**src/common/ciPkg.sv**
```systemverilog
package ciPkg;

  localparam int ciWordWidth       = 32;
  localparam int ciIdWidth         = 8;
  localparam int ciAddrWidth       = 4;
  localparam int resetStretchWidth = 5;

  // custom instruction numbers
  localparam logic [ciIdWidth-1:0] ciSwapByteId  = 8'd1;
  localparam logic [ciIdWidth-1:0] ciGrayscaleId = 8'd12;

  // host registers at byte addresses
  localparam logic [ciAddrWidth-1:0] regOperandA = 4'h0;
  localparam logic [ciAddrWidth-1:0] regOperandB = 4'h4;
  localparam logic [ciAddrWidth-1:0] regCommand  = 4'h8;
  localparam logic [ciAddrWidth-1:0] regStatus   = 4'hC;

  typedef logic [ciWordWidth-1:0] ciWord;

  typedef struct packed {
    logic [ciIdWidth-1:0] ciN;
    ciWord                operandA;
    ciWord                operandB;
  } ciCommand;

  typedef struct packed {
    logic [4:0] red;
    logic [5:0] green;
    logic [4:0] blue;
  } rgb565Pixel;

  // operand A as bytes for the swap and as pixels for grayscale
  typedef union packed {
    logic [3:0][7:0] bytes;
    struct packed {
      rgb565Pixel high;
      rgb565Pixel low;
    } pixels;
  } ciOperand;

endpackage

```
**src/common/ciCommandIf.sv**
```systemverilog
// one custom instruction with valid/ready flow control
interface ciCommandIf;

  logic             valid;
  logic             ready;
  ciPkg::ciCommand  command;

  // side that offers instructions
  modport source (
    output valid,
    output command,
    input  ready
  );

  // side that takes instructions
  modport sink (
    input  valid,
    input  command,
    output ready
  );

endinterface

```
**src/customInstr/customInstrUnit.sv**
```systemverilog
module customInstrUnit (
  input  logic         s_systemClock,
  input  logic         s_pllLocked,
  input  logic         resultReady,
  output logic         resultValid,
  output ciPkg::ciWord resultData,
  output logic         resultError,
  ciCommandIf.sink     queueOut
);

  import ciPkg::*;

  logic     start;
  ciOperand valueA;
  ciWord    valueB;
  logic     swapByteDone;
  ciWord    swapByteResult;
  ciWord    swapped;
  logic     grayscaleDone;
  ciWord    grayscaleResult;
  logic     ciDone;
  ciWord    ciResult;

  // take a new one when the holding stage is free or draining
  assign queueOut.ready = ~resultValid | resultReady;
  assign start          = queueOut.valid & queueOut.ready;

  assign valueA = queueOut.command.operandA;
  assign valueB = queueOut.command.operandB;

  always_comb begin
    if (valueB[0]) begin
      swapped = {valueA.bytes[2], valueA.bytes[3], valueA.bytes[0], valueA.bytes[1]};
    end else begin
      swapped = {valueA.bytes[0], valueA.bytes[1], valueA.bytes[2], valueA.bytes[3]};
    end
  end

  assign swapByteDone   = start & (queueOut.command.ciN == ciSwapByteId);
  assign swapByteResult = swapByteDone ? swapped : '0;

  grayscaleUnit grayscale (
    .start  (start),
    .ciN    (queueOut.command.ciN),
    .valueA (valueA),
    .done   (grayscaleDone),
    .result (grayscaleResult)
  );

  // wired-or of all units, idle ones drive zero
  assign ciDone   = swapByteDone | grayscaleDone;
  assign ciResult = swapByteResult | grayscaleResult;

  always_ff @(posedge s_systemClock or negedge s_pllLocked) begin
    if (!s_pllLocked) begin
      resultValid <= 1'b0;
      resultError <= 1'b0;
    end else if (start) begin
      resultValid <= 1'b1;
      resultError <= ~ciDone;          // nobody claimed the number
    end else if (resultReady) begin
      resultValid <= 1'b0;
    end
  end

  always_ff @(posedge s_systemClock) begin
    if (start) resultData <= ciResult;
  end

  resultHeld : assert property (
    @(posedge s_systemClock) disable iff (!s_pllLocked)
    resultValid && !resultReady |=> $stable(resultData)
  );

endmodule

```
**src/customInstr/grayscaleUnit.sv**
```systemverilog
module grayscaleUnit (
  input  logic                        start,
  input  logic [ciPkg::ciIdWidth-1:0] ciN,
  input  ciPkg::ciOperand             valueA,
  output logic                        done,
  output ciPkg::ciWord                result
);

  import ciPkg::*;

  rgb565Pixel pixel;
  logic [7:0] red;
  logic [7:0] green;
  logic [7:0] blue;
  logic [15:0] weightedSum;
  logic [7:0] gray;

  assign pixel = valueA.pixels.low;     // only the low pixel

  // widen to 8 bits per channel
  assign red   = {pixel.red, 3'b000};
  assign green = {pixel.green, 2'b00};
  assign blue  = {pixel.blue, 3'b000};

  // weights add up to 256, so the sum fits in 16 bits
  assign weightedSum = red * 16'd54 + green * 16'd183 + blue * 16'd19;
  assign gray        = weightedSum[15:8];

  // zero unless addressed, keeps the or-combine clean
  assign done   = start & (ciN == ciGrayscaleId);
  assign result = done ? ciWord'(gray) : '0;

endmodule

```
**src/design/ciSubsystemTop.sv**
```systemverilog
module ciSubsystemTop #(
  parameter int queueDepth = 4
) (
  input  logic                          s_systemClock,
  input  logic                          s_pllLocked,
  input  logic                          wbCyc,
  input  logic                          wbStb,
  input  logic                          wbWe,
  input  logic [ciPkg::ciAddrWidth-1:0] wbAdr,
  input  ciPkg::ciWord                  wbDatIn,
  output ciPkg::ciWord                  wbDatOut,
  output logic                          wbAck,
  output logic                          resultValid,
  output ciPkg::ciWord                  resultData,
  output logic                          resultError,
  input  logic                          resultReady
);

  import ciPkg::*;

  logic [resetStretchWidth-1:0] resetCount;
  logic                         systemReady;
  logic [$clog2(queueDepth):0]  queueLevel;

  ciCommandIf queueIn ();
  ciCommandIf queueOut ();

  // stretch the pll lock, stops once the top bit is set
  always_ff @(posedge s_systemClock or negedge s_pllLocked) begin
    if (!s_pllLocked) resetCount <= '0;
    else if (!systemReady) resetCount <= resetCount + 1'b1;
  end

  assign systemReady = resetCount[resetStretchWidth-1];

  hostCommandPort #(.queueDepth(queueDepth)) hostPort (
    .s_systemClock (s_systemClock),
    .s_pllLocked   (s_pllLocked),
    .systemReady   (systemReady),
    .wbCyc         (wbCyc),
    .wbStb         (wbStb),
    .wbWe          (wbWe),
    .wbAdr         (wbAdr),
    .wbDatIn       (wbDatIn),
    .queueLevel    (queueLevel),
    .wbDatOut      (wbDatOut),
    .wbAck         (wbAck),
    .queueIn       (queueIn.source)
  );

  commandQueue #(.queueDepth(queueDepth)) queue (
    .s_systemClock (s_systemClock),
    .s_pllLocked   (s_pllLocked),
    .level         (queueLevel),
    .queueIn       (queueIn.sink),
    .queueOut      (queueOut.source)
  );

  customInstrUnit ciUnit (
    .s_systemClock (s_systemClock),
    .s_pllLocked   (s_pllLocked),
    .resultReady   (resultReady),
    .resultValid   (resultValid),
    .resultData    (resultData),
    .resultError   (resultError),
    .queueOut      (queueOut.sink)
  );

  noAckInReset : assert property (
    @(posedge s_systemClock) disable iff (!s_pllLocked)
    wbAck |-> systemReady
  );

endmodule

```
**src/design/commandQueue.sv**
```systemverilog
module commandQueue #(
  parameter int queueDepth = 4
) (
  input  logic                        s_systemClock,
  input  logic                        s_pllLocked,
  output logic [$clog2(queueDepth):0] level,
  ciCommandIf.sink                    queueIn,
  ciCommandIf.source                  queueOut
);

  import ciPkg::*;

  localparam int pointerWidth = $clog2(queueDepth);
  localparam int levelWidth   = pointerWidth + 1;

  ciCommand                entries [queueDepth];
  logic [pointerWidth-1:0] writePointer;
  logic [pointerWidth-1:0] readPointer;
  logic                    push;
  logic                    pop;

  assign queueIn.ready    = level != levelWidth'(queueDepth);
  assign queueOut.valid   = level != '0;
  assign queueOut.command = entries[readPointer];

  assign push = queueIn.valid & queueIn.ready;
  assign pop  = queueOut.valid & queueOut.ready;

  always_ff @(posedge s_systemClock or negedge s_pllLocked) begin
    if (!s_pllLocked) begin
      writePointer <= '0;
      readPointer  <= '0;
      level        <= '0;
    end else begin
      if (push) writePointer <= writePointer + 1'b1; // wraps, depth is a power of two
      if (pop) readPointer <= readPointer + 1'b1;
      case ({push, pop})
        2'b10:   level <= level + 1'b1;
        2'b01:   level <= level - 1'b1;
        default: level <= level;       // both or none
      endcase
    end
  end

  always_ff @(posedge s_systemClock) begin
    if (push) entries[writePointer] <= queueIn.command;
  end

  levelBound : assert property (
    @(posedge s_systemClock) disable iff (!s_pllLocked)
    level <= levelWidth'(queueDepth)
  );

endmodule

```
**src/design/hostCommandPort.sv**
```systemverilog
module hostCommandPort #(
  parameter int queueDepth = 4
) (
  input  logic                          s_systemClock,
  input  logic                          s_pllLocked,
  input  logic                          systemReady,
  input  logic                          wbCyc,
  input  logic                          wbStb,
  input  logic                          wbWe,
  input  logic [ciPkg::ciAddrWidth-1:0] wbAdr,
  input  ciPkg::ciWord                  wbDatIn,
  input  logic [$clog2(queueDepth):0]   queueLevel,
  output ciPkg::ciWord                  wbDatOut,
  output logic                          wbAck,
  ciCommandIf.source                    queueIn
);

  import ciPkg::*;

  localparam int levelWidth = $clog2(queueDepth) + 1;

  logic  request;
  logic  commandWrite;
  logic  queueFull;
  ciWord operandA;
  ciWord operandB;
  ciWord readData;
  ciWord statusWord;

  // a new access, not the cycle that is being acked
  assign request      = wbCyc & wbStb & ~wbAck & systemReady;
  assign commandWrite = request & wbWe & (wbAdr == regCommand);

  assign queueFull  = queueLevel == levelWidth'(queueDepth);
  assign statusWord = ciWord'({queueFull, 4'(queueLevel)});

  // offered as long as the host holds the write
  assign queueIn.valid   = commandWrite;
  assign queueIn.command = '{ciN: wbDatIn[ciIdWidth-1:0], operandA: operandA,
                             operandB: operandB};

  always_ff @(posedge s_systemClock or negedge s_pllLocked) begin
    if (!s_pllLocked) begin
      wbAck    <= 1'b0;
      operandA <= '0;
      operandB <= '0;
    end else begin
      wbAck <= request & (~commandWrite | queueIn.ready); // command waits for room
      if (request && wbWe && wbAdr == regOperandA) operandA <= wbDatIn;
      if (request && wbWe && wbAdr == regOperandB) operandB <= wbDatIn;
    end
  end

  always_comb begin
    case (wbAdr)
      regOperandA: readData = operandA;
      regOperandB: readData = operandB;
      regStatus:   readData = statusWord;
      default:     readData = '0;    // command and unmapped
    endcase
  end

  // read data lines up with the ack
  always_ff @(posedge s_systemClock) begin
    wbDatOut <= (request && !wbWe) ? readData : '0;
  end

  // classic ack is a single pulse per access
  ackSinglePulse : assert property (
    @(posedge s_systemClock) disable iff (!s_pllLocked)
    wbAck |=> !wbAck
  );

  // host must keep the command write until the queue takes it
  offerHeld : assert property (
    @(posedge s_systemClock) disable iff (!s_pllLocked)
    queueIn.valid && !queueIn.ready |=> queueIn.valid
  );

endmodule

```
**config.mk**
```make
export PLATFORM = sky130hd
export DESIGN_NAME = ciSubsystemTop
export DESIGN_NICKNAME = d
export VERILOG_FILES = /design/src/common/ciPkg.sv /design/src/common/ciCommandIf.sv /design/src/customInstr/customInstrUnit.sv /design/src/customInstr/grayscaleUnit.sv /design/src/design/ciSubsystemTop.sv /design/src/design/commandQueue.sv /design/src/design/hostCommandPort.sv
export SDC_FILE = /design/constraint.sdc
export NUM_CORES = 1
export LEC_CHECK = 0
export BUFFER_PORTS_ARGS = -buffer_cell sky130_fd_sc_hd__buf_4
export CORE_MARGIN = 4
export CORE_UTILIZATION = 54
export CTS_CLUSTER_SIZE = 12
export DETAILED_ROUTE_END_ITERATION = 8
export PLACE_DENSITY = 0.76
export SLEW_MARGIN = 20
export SYNTH_ARGS = -nofsm -noshare
export SYNTH_HDL_FRONTEND = slang
export SYNTH_SLANG_ARGS = --single-unit
```
**constraint.sdc**
```tcl
create_clock -name s_systemClock -period 6.6 [get_ports s_systemClock]
set_input_delay 0.99 -clock s_systemClock [delete_from_list [all_inputs] [get_ports s_systemClock]]
set_output_delay 0.99 -clock s_systemClock [all_outputs]
set_load 0.05 [all_outputs]
```
== Word level (Yosys, flattened, before mapping) ==
Memory sizes are Yosys's and may differ from the RTL's.
Index checks and enable logic that the tools add are counted.

* Register bits: 143
* Memory bits (writable): 288
* Bits of input ports: 42
* Output and inout bits: 67
* Word-level logic and storage cells: 69
* Memories kept: 1

{| class="wikitable"
|+ Memories
! memory !! words !! bits a word !! rd ports !! clocked after Yosys merged registers in !! write ports !! line !! source
|-
| queue.entries || 4 || 72 || 1 || 0 || 1 || commandQueue.sv:16 || <nowiki>ciCommand entries [queueDepth];</nowiki>
|}

* Add/sub/neg operators: 7
* $mul: 3
* Eq/ne operators: 9
* Multiplexer cells: 10
* Bitwise logic cells: 18
* Reductions and logical operators: 9

{| class="wikitable"
|+ Operators with widths
! kind !! number
|-
| $pmux W32 S3 || 1
|-
| $mux W32 || 2
|-
| $or A32 B8 Y32 || 1
|-
| $mul A5 B5 Y10 const B || 2
|-
| $add A14 B16 Y16 || 1
|-
| $add A16 B13 Y16 || 1
|-
| $mul A6 B8 Y14 const B || 1
|-
| $and A1 B1 Y1 || 10
|-
| $eq A4 B4 Y1 const B || 2
|-
| $eq A8 B1 Y1 const B || 1
|-
| $eq A8 B4 Y1 const B || 1
|-
| $mux W8 || 1
|-
| $pmux W3 S2 || 1
|-
| $add A5 B1 Y5 const B || 1
|-
| $mux W5 || 1
|-
| $add A2 B1 Y2 const B || 2
|-
| $eq A4 B3 Y1 const B || 1
|-
| $logic_and A1 B1 Y1 || 4
|-
| $logic_not A4 Y1 || 1
|-
| $mux W1 || 4
|-
| $not A1 Y1 || 4
|-
| $reduce_bool A2 Y1 || 2
|-
| $add A3 B1 Y3 const B || 1
|-
| $eq A3 B3 Y1 const B || 1
|-
| other kinds (7) || 9
|}

== Logic depth before layout (Yosys ltp) ==
Gate-level depths: netlist (run 1).

* Depth after elaboration: 8
* Depth in mapped cells: 25
* Depth with buffers taken out: 23

== Cells and area by module ==
Synthesis (run 1) repeated with hierarchy kept, for this count alone.

* Cell total of the unflattened synthesis: 1,121
* Area, all modules: 19,067.0 um^2

{| class="wikitable"
|+ By module, submodules not included
! module !! instances !! cells an instance !! area an instance (um^2) !! sequential area each (um^2)
|-
| commandQueue || 1 || 413 || 10,787.8 || 8,823.5
|-
| hostCommandPort || 1 || 270 || 3,669.8 || 2,267.2
|-
| grayscaleUnit || 1 || 312 || 2,675.1 || 0.0
|-
| customInstrUnit || 1 || 113 || 1,735.4 || 1,011.0
|-
| ciSubsystemTop || 1 || 13 || 198.9 || 125.1
|}

== Worst setup path before layout (run 1) ==
Ideal clock, no wire load.

* Path kind: register -> register
* Start point: reg queue.readPointer[0]
* End point: reg ciUnit.resultData[7], data pin
* Setup time: 0.176 ns
* Arrival time: 6.605 ns
* Data required time: 6.424 ns
* Path slack: -0.181 ns
* Stages on the path, launching flop included: 25
* Path buffers: 3
* Period minus slack after synthesis: 6.781 ns
* Cell sequence: dfrtp_1 > buf_6 > buf_2 > buf_2 > mux4_2 > fa_1 > inv_1 > fa_1 > fa_1 > inv_1 > ha_1 > a21oi_1 > o21bai_1 > a2111o_1 > nand2_1 > xor2_1 > fa_1 > inv_1 > ha_1 > a21oi_1 > o21ai_0 > or4b_2 > nand4_1 > nor3_1 > o32ai_1

* Word-level cells in the longest chain between the ends: 6
* Elaborated cells between the ends (all ways): 14
* Classes of those cells: add/sub: 2; mul: 3; eq/ne: 2; mux: 3; bitwise: 3; memory: 1

{| class="wikitable"
|+ RTL lines
! item !! line !! source
|-
| start, declared || commandQueue.sv:18 || <nowiki>logic [pointerWidth-1:0] readPointer;</nowiki>
|-
| start signal, assigned || commandQueue.sv:36 || <nowiki>if (pop) readPointer <= readPointer + 1'b1;</nowiki>
|-
| $mem_v2 Z4 W72 * || - ||
|-
| $mul A6 B8 Y14 / $mul A5 B5 Y10 (equally long branches) || grayscaleUnit.sv:26 || <nowiki>assign weightedSum = red * 16'd54 + green * 16'd183 + blue * 16'd19;</nowiki>
|-
| $add A14 B16 Y16 || grayscaleUnit.sv:26 ||
|-
| $add A16 B13 Y16 || grayscaleUnit.sv:26 ||
|-
| $mux W8 || grayscaleUnit.sv:31 || <nowiki>assign result = done ? ciWord'(gray) : '0;</nowiki>
|-
| $or A32 B8 Y32 * || customInstrUnit.sv:52 || <nowiki>assign ciResult = swapByteResult | grayscaleResult;</nowiki>
|-
| named net ciUnit.ciResult[7] || customInstrUnit.sv:22 || <nowiki>ciWord ciResult;</nowiki>
|-
| end signal, assigned || customInstrUnit.sv:67 || <nowiki>if (start) resultData <= ciResult;</nowiki>
|-
| end, declared || customInstrUnit.sv:6 || <nowiki>output ciPkg::ciWord resultData,</nowiki>
|}

Mark *: on every way through the listed nets, which the timed path passes. The rest lies on a longest branch.
A chain may end at the register's enable or synchronous reset.

== Worst setup path after layout (run 1) ==
Same ends and word-level chain as after synthesis.

==> results of run 1 <==
[state kept, by name, indices dropped and copies added (netlist names)]
register / cells
queue.entries: 164
ciUnit.resultData: 32
hostPort.operandA: 32
hostPort.operandB: 32
hostPort.wbDatOut: 32
resetCount: 5
queue.level: 3
queue.readPointer: 2
queue.writePointer: 2
ciUnit.resultError: 1
ciUnit.resultValid: 1
hostPort.wbAck: 1
[stage by stage]
step | instance area [µm²] | std cells | setup WS (ns)
2_1_floorplan | 14080 | 935 | 0.04768
3_3_place_gp | 15300 | 1355 | 0.2612
3_5_place_dp | 15300 | 1355 | 0.1453
4_1_cts | 16350 | 1415 | 0.1326
5_1_grt | 16380 | 1417 | 0.00004885
6_report | 16380 | 1417 | 0.3059
[worst max-delay path, delay by kind of cell, from the launching register on]
family / cells / cell delay [ns]
simple gates: 4 / 0.92
buf+inv: 3 / 0.16
fa+ha+maj: 6 / 2.53
mux: 1 / 0.55
flops: 1 / 0.45
compound gates: 6 / 1.30
xor+xnor: 1 / 0.19
[layer usage]
metal	vias up	GRT usage (%)
met3	35	3.447
met5	-	0
met1	4098	29.24
met4	0	4.865
li1	3724	-
met2	245	35.10
[timing repair]
| item | CTS | global route |
|---|---|---|
| buffers inserted | 0 | 2 |
| setup endpoints to repair | 0 | 1 |
| gates resized for setup | 0 | 3 |
[cells by family after synthesis]
kind of cell,share of synthesized area [%]
DFF,60.42
muxes,13.81
buffers and inverters,2.934
and+or+nand+nor,4.890
adders and majority gates,10.69
xor gates and xnor gates,2.116
AOI/OAI and AO/OA,5.148
[cells in the mapped netlist (all sizes together) (3+ instances only)]
cell,count
mux2,65
a22oi,28
dfxtp,32
o22ai,8
dfrtp,79
inv,68
nor2b,4
clkbuf,18
a21oi,20
mux2i,40
fa,27
and2,7
a21o,11
xnor2,20
nand2b,5
nand4,4
ha,77
mux4,36
edfxtp,196
nand3b,3
xor2,14
buf,18
nand3,9
a31oi,5
or3,4
or4b,3
o21bai,6
nor2,71
nor3,7
o21ai,11
nand2,14
[path summary, 6_finish.rpt]
kind	startpoint	endpoint	slack, ns
worst max register to register	queue.readPointer[0]	ciUnit.resultData[7]	0.31
worst min-delay path	resetCount[3]	resetCount[3]	0.48
min in group asynchronous	s_pllLocked	hostPort.operandB[20]	0.52
max in group asynchronous	s_pllLocked	queue.readPointer[1]	5.51
worst min register to register	resetCount[3]	resetCount[3]	0.48
worst max-delay path	queue.readPointer[0]	ciUnit.resultData[7]	0.31
[area by class of cell]
type / instances / area, µm²
fill: 1835 / 9021
clock buffer: 52 / 948.4
multi-input combinational: 524 / 5189
timing repair buffer: 128 / 964.7
clock inverter: 8 / 102.6
sequential: 307 / 8506
tap: 330 / 412.9
inverter: 68 / 255.2
==> flow_metrics.env, run 1 <==
export IMPL_status="complete, no violations"
export IMPL_cts_buffers=34
export IMPL_cap_violations=0
export IMPL_critPathArrivalTime_ns=6.62
export IMPL_final_common_cell="edfxtp_1"
export IMPL_routed_wl_met2_um=14490
export IMPL_synthFlopType="edfxtp_1"
export IMPL_hold_depth=1
export IMPL_drt_met1_wl_um=12750
export IMPL_die_h_um=169.4
export IMPL_drt_wirelength_per_cell_um=20.74
export IMPL_vias=8102
export IMPL_max_freq_mhz=158.9
export IMPL_antenna_found_initial=0
export IMPL_ant_nets=0
export IMPL_antenna_cells=0
export IMPL_gp_congestion=0.9238
export IMPL_fp_coreArea_um2=25400
export IMPL_nNetsFinal=1209
export IMPL_crit_path_end_kind="flip-flop"
export IMPL_grt_remaining_overflow=0
export IMPL_vias_per_cell=5.718
export IMPL_synth_nets=1081
export IMPL_tightest_slew_ns=1.055
export IMPL_critPathRequiredTime_ns=6.93
export IMPL_firstDrtPassIters=5
export IMPL_yosys_warnings=0
export IMPL_worstSetupPathType="flip-flop to flip-flop"
export IMPL_dp_hpwl_um=19790
export IMPL_relSlewSlack_pct=29.64
export IMPL_cts_tree="done"
export IMPL_synth_seq_cells=307
export IMPL_layout_common_cells="edfxtp_1 (196), buf_4 (127), ha_1 (77), dfrtp_1 (77), nor2_1 (71)"
export IMPL_finalCriticalPeriod_ns=6.294
export IMPL_grt_max_degree=80
export IMPL_route_met3_wl_um=1643
export IMPL_clk_pin_slew_ns=0.06
export IMPL_track_usage_pct=20.95
export IMPL_critPathSlowestCell="or4b_2"
export IMPL_numPortBuffers=108
export IMPL_crit_path_max_incr_delay_ns=0.63
export IMPL_synth_avg_cell_area_um2=15.05
export IMPL_final_hold_violation_count=0
export IMPL_worst_r2r_cell_count=21
export IMPL_wl_um=29390
export IMPL_hold_slack_ns=0.4820
export IMPL_synthArstFlopShare_pct=25.73
export IMPL_synth_top_area_cell="edfxtp_1"
export IMPL_cts_htree_levels=2
export IMPL_clock_latency_ns=0.51
export IMPL_io_pins=109
export IMPL_layout_drive_gt1_share_pct=26.77
export IMPL_dieArea_um2=28710
export IMPL_cts_buffer_depth=3
export IMPL_grt_setup_unrepaired="false"
export IMPL_path_max_fanout=7
export IMPL_yosysTopAreaCellShare_pct=41.82
export IMPL_drc=0
export IMPL_min_path_type="flip-flop to flip-flop"
export IMPL_start_util_pct=55.41
export IMPL_setup_tns_ns=0
export IMPL_final_util_pct=64.48
export IMPL_fin_crit_sh_pct=95.37
export IMPL_ys_top_cells_by_area="edfxtp_1 (42%), dfrtp_1 (14%), ha_1 (6.8%), mux4_2 (5.8%), mux2_2 (5.2%)"
export IMPL_die_w_um=169.4
export IMPL_cts_sinks=307
export IMPL_fin_worst_skew_ns=0.01821
export IMPL_slew_violations=0
export IMPL_num_rows=58
export IMPL_synth_edf_count=196
export IMPL_yosysUniqueCellTypes=57
export IMPL_top_layer="met4"
export IMPL_ctsHoldBuffers=0
export IMPL_seq_area_frac_synth_pct=60.42
export IMPL_cts_root_buffer="clkbuf_16"
export IMPL_grt_pass1_wl_um=46940
export IMPL_synth_area_um2=14070
export IMPL_worst_setup_path_start_kind="flip-flop"
export IMPL_finalSetupViolCount=0
export IMPL_drt_iter0_drc=533
export IMPL_grt_pass1_vias=8496
export IMPL_syn_inst=935
export IMPL_syn_to_final_growth_pct=16.38
export IMPL_worst_path_most_repeated_cell="fa_1"
export IMPL_path_cells="mux4_2 > fa_1 > inv_1 > fa_1 > fa_1 > inv_1 > ha_1 > a21oi_2 > o21bai_1 > a2111o_1 > nand2_1 > xor2_1 > fa_1 > inv_1 > ha_1 > a21oi_1 > o21ai_1 > or4b_2 > nand4_1 > nor3_1 > o32ai_1"
Power of run 1 is left out: the tool's default activity adds up to more than one toggle a clock period on the data nets, which glitch-free logic cannot reach.
==> inputs of run 2 (changes only) <==
--- a/config.mk
+++ b/config.mk
@@ -6,11 +6,13 @@
 export NUM_CORES = 1
 export LEC_CHECK = 0
 export BUFFER_PORTS_ARGS = -buffer_cell sky130_fd_sc_hd__buf_4
+export CAP_MARGIN = 30
 export CORE_MARGIN = 4
 export CORE_UTILIZATION = 54
 export CTS_CLUSTER_SIZE = 12
 export DETAILED_ROUTE_END_ITERATION = 8
 export PLACE_DENSITY = 0.76
+export REMOVE_ABC_BUFFERS = 1
 export SLEW_MARGIN = 20
 export SYNTH_ARGS = -nofsm -noshare
 export SYNTH_HDL_FRONTEND = slang
==> flow_metrics.env, run 2 (synthesized netlist as in run 1, its figures left out) <==
export IMPL_status="complete, no violations"
export IMPL_seq_area_um2=8504
export IMPL_cts_buffers=31
export IMPL_critPathArrivalTime_ns=6.55
export IMPL_nNetsFinal=1215
export IMPL_cts_htree_levels=1
export IMPL_crit_path_max_incr_delay_ns=0.63
export IMPL_slew_violations=0
export IMPL_finalCriticalPeriod_ns=6.268
export IMPL_die_w_um=169.4
export IMPL_worst_path_most_repeated_cell="fa_1"
export IMPL_critPathSlowestCell="or4b_2"
export IMPL_start_util_pct=55.41
export IMPL_path_cells="mux4_2 > fa_1 > inv_1 > fa_1 > fa_1 > inv_1 > ha_1 > a21oi_2 > o21bai_1 > a2111o_1 > nand2_1 > xor2_2 > fa_1 > inv_1 > ha_1 > a21oi_1 > o21ai_1 > or4b_2 > nand4_1 > o21a_1 > o32ai_1"
export IMPL_cts_buffer_depth=3
export IMPL_cts_tree="done"
export IMPL_fp_coreArea_um2=25400
export IMPL_cp_top_family="adder cells"
export IMPL_multiInputGateArea_um2=5186
export IMPL_numPortBuffers=108
export IMPL_rrSetupSlack_ns=0.33
export IMPL_reg2reg_from="queue.readPointer[0]"
export IMPL_clock_latency_ns=0.57
export IMPL_vias_per_cell=5.709
export IMPL_relSlewSlack_pct=43.23
export IMPL_syn_to_final_growth_pct=16.74
export IMPL_cts_root_buffer="clkbuf_16"
export IMPL_critPathRequiredTime_ns=6.88
export IMPL_cts_sinks=307
export IMPL_antenna_cells=0
export IMPL_hold_slack_ns=0.3463
export IMPL_track_usage_pct=20.01
export IMPL_io_pins=109
export IMPL_worst_r2r_cell_count=21
export IMPL_die_h_um=169.4
export IMPL_grt_remaining_overflow=0
export IMPL_dp_hpwl_um=19560
export IMPL_path_max_fanout=6
export IMPL_max_freq_mhz=159.5
export IMPL_tightest_slew_ns=0.8496
export IMPL_min_path_type="input port to async pin"
export IMPL_fin_worst_skew_ns=0.01596
export IMPL_wl_um=28690
export IMPL_critPathBufInv=3
export IMPL_drt_iter0_drc=605
export IMPL_finalSetupViolCount=0
export IMPL_vias=8130
export IMPL_antenna_found_initial=0
export IMPL_critPathLaunch="queue.readPointer[0]"
export IMPL_worstSetupPathType="flip-flop to flip-flop"
export IMPL_final_hold_violation_count=0
export IMPL_dieArea_um2=28710
export IMPL_r2r_end="ciUnit.resultData[7]"
export IMPL_ant_nets=0
export IMPL_num_rows=58
export IMPL_layout_common_cells="edfxtp_1 (196), buf_4 (133), dfrtp_1 (78), ha_1 (77), nor2_1 (71)"
export IMPL_ctsHoldBuffers=0
export IMPL_layout_drive_gt1_share_pct=26.69
export IMPL_final_common_cell="edfxtp_1"
export IMPL_clk_pin_slew_ns=0.06
export IMPL_crit_path_end_kind="flip-flop"
export IMPL_drc=0
export IMPL_worst_setup_path_start_kind="flip-flop"
export IMPL_grt_max_degree=54
export IMPL_drt_wirelength_per_cell_um=20.15
export IMPL_cap_violations=0
export IMPL_gp_congestion=0.9045
export IMPL_fin_crit_sh_pct=94.97
export IMPL_n_fill_cell=1802
export IMPL_grt_pass1_vias=8397
export IMPL_grt_pass1_wl_um=45480
export IMPL_largest_reg_flops=164
export IMPL_firstDrtPassIters=4
export IMPL_top_register="queue.entries"
run 2: worst max path at each step:
stage | end | depth (start not counted)
finish | ciUnit.resultData[7] | 21
global route | ciUnit.resultData[7] | 21
CTS | ciUnit.resultData[7] | 22
detailed placement | ciUnit.resultData[7] | 21
global placement | ciUnit.resultData[7] | 21
floorplan | ciUnit.resultData[7] | 21
run 2: routing by layer:
layer | wire [µm] | track usage [%] | share of wire (%)
met1 | 12820 | 28.90 | 45
met2 | 13770 | 32.46 | 48
met3 | 1465 | 3.401 | 5.1
met4 | 631 | 4.585 | 2.2
met5 | 0 | 0 | 0
run 2: worst register-to-register path, cell delays in order, from the launching register on:
cell and delay, ns:
dfrtp_2 0.45, mux4_2 0.56, fa_1 0.55, inv_1 0.06, fa_1 0.47, fa_1 0.52, inv_1 0.04, ha_1 0.33
a21oi_2 0.18, o21bai_1 0.10, a2111o_1 0.40, nand2_1 0.11, xor2_2 0.09, fa_1 0.51, inv_1 0.04, ha_1 0.30
a21oi_1 0.15, o21ai_1 0.13, or4b_2 0.63, nand4_1 0.16, o21a_1 0.13, o32ai_1 0.08
run 2: cell type report:
class | instances | area share (%)
Sequential cell | 307 | 51.76
Multi-Input combinational cell | 524 | 31.57
Timing Repair Buffer | 137 | 6.603
Clock buffer | 51 | 5.240
Tap cell | 330 | 2.513
Inverter | 68 | 1.554
Clock inverter | 7 | 0.7616
run 2: metrics by stage:
step / worst slack, ns / area [µm²] / std cells / TNS [ns] / utilization (%)
6_report: 0.3317 / 16430 / 1424 / 0 / 64.68
5_1_grt: -0.001609 / 16430 / 1424 / -0.001609 / 64.68
4_1_cts: 0.1174 / 16400 / 1422 / 0 / 64.57
3_5_place_dp: 0.1683 / 15410 / 1364 / 0 / 60.68
3_3_place_gp: 0.2543 / 15340 / 1361 / 0 / 60.39
2_1_floorplan: -0.9467 / 13920 / 899 / -2.225 / -
run 2: timing repair:
item,in CTS,in global routing
setup buffers,0,2
endpoints found under the hold margin,0,0
setup endpoints to repair,0,1
resized for setup,0,4
Power of run 2 is left out for the same reason.
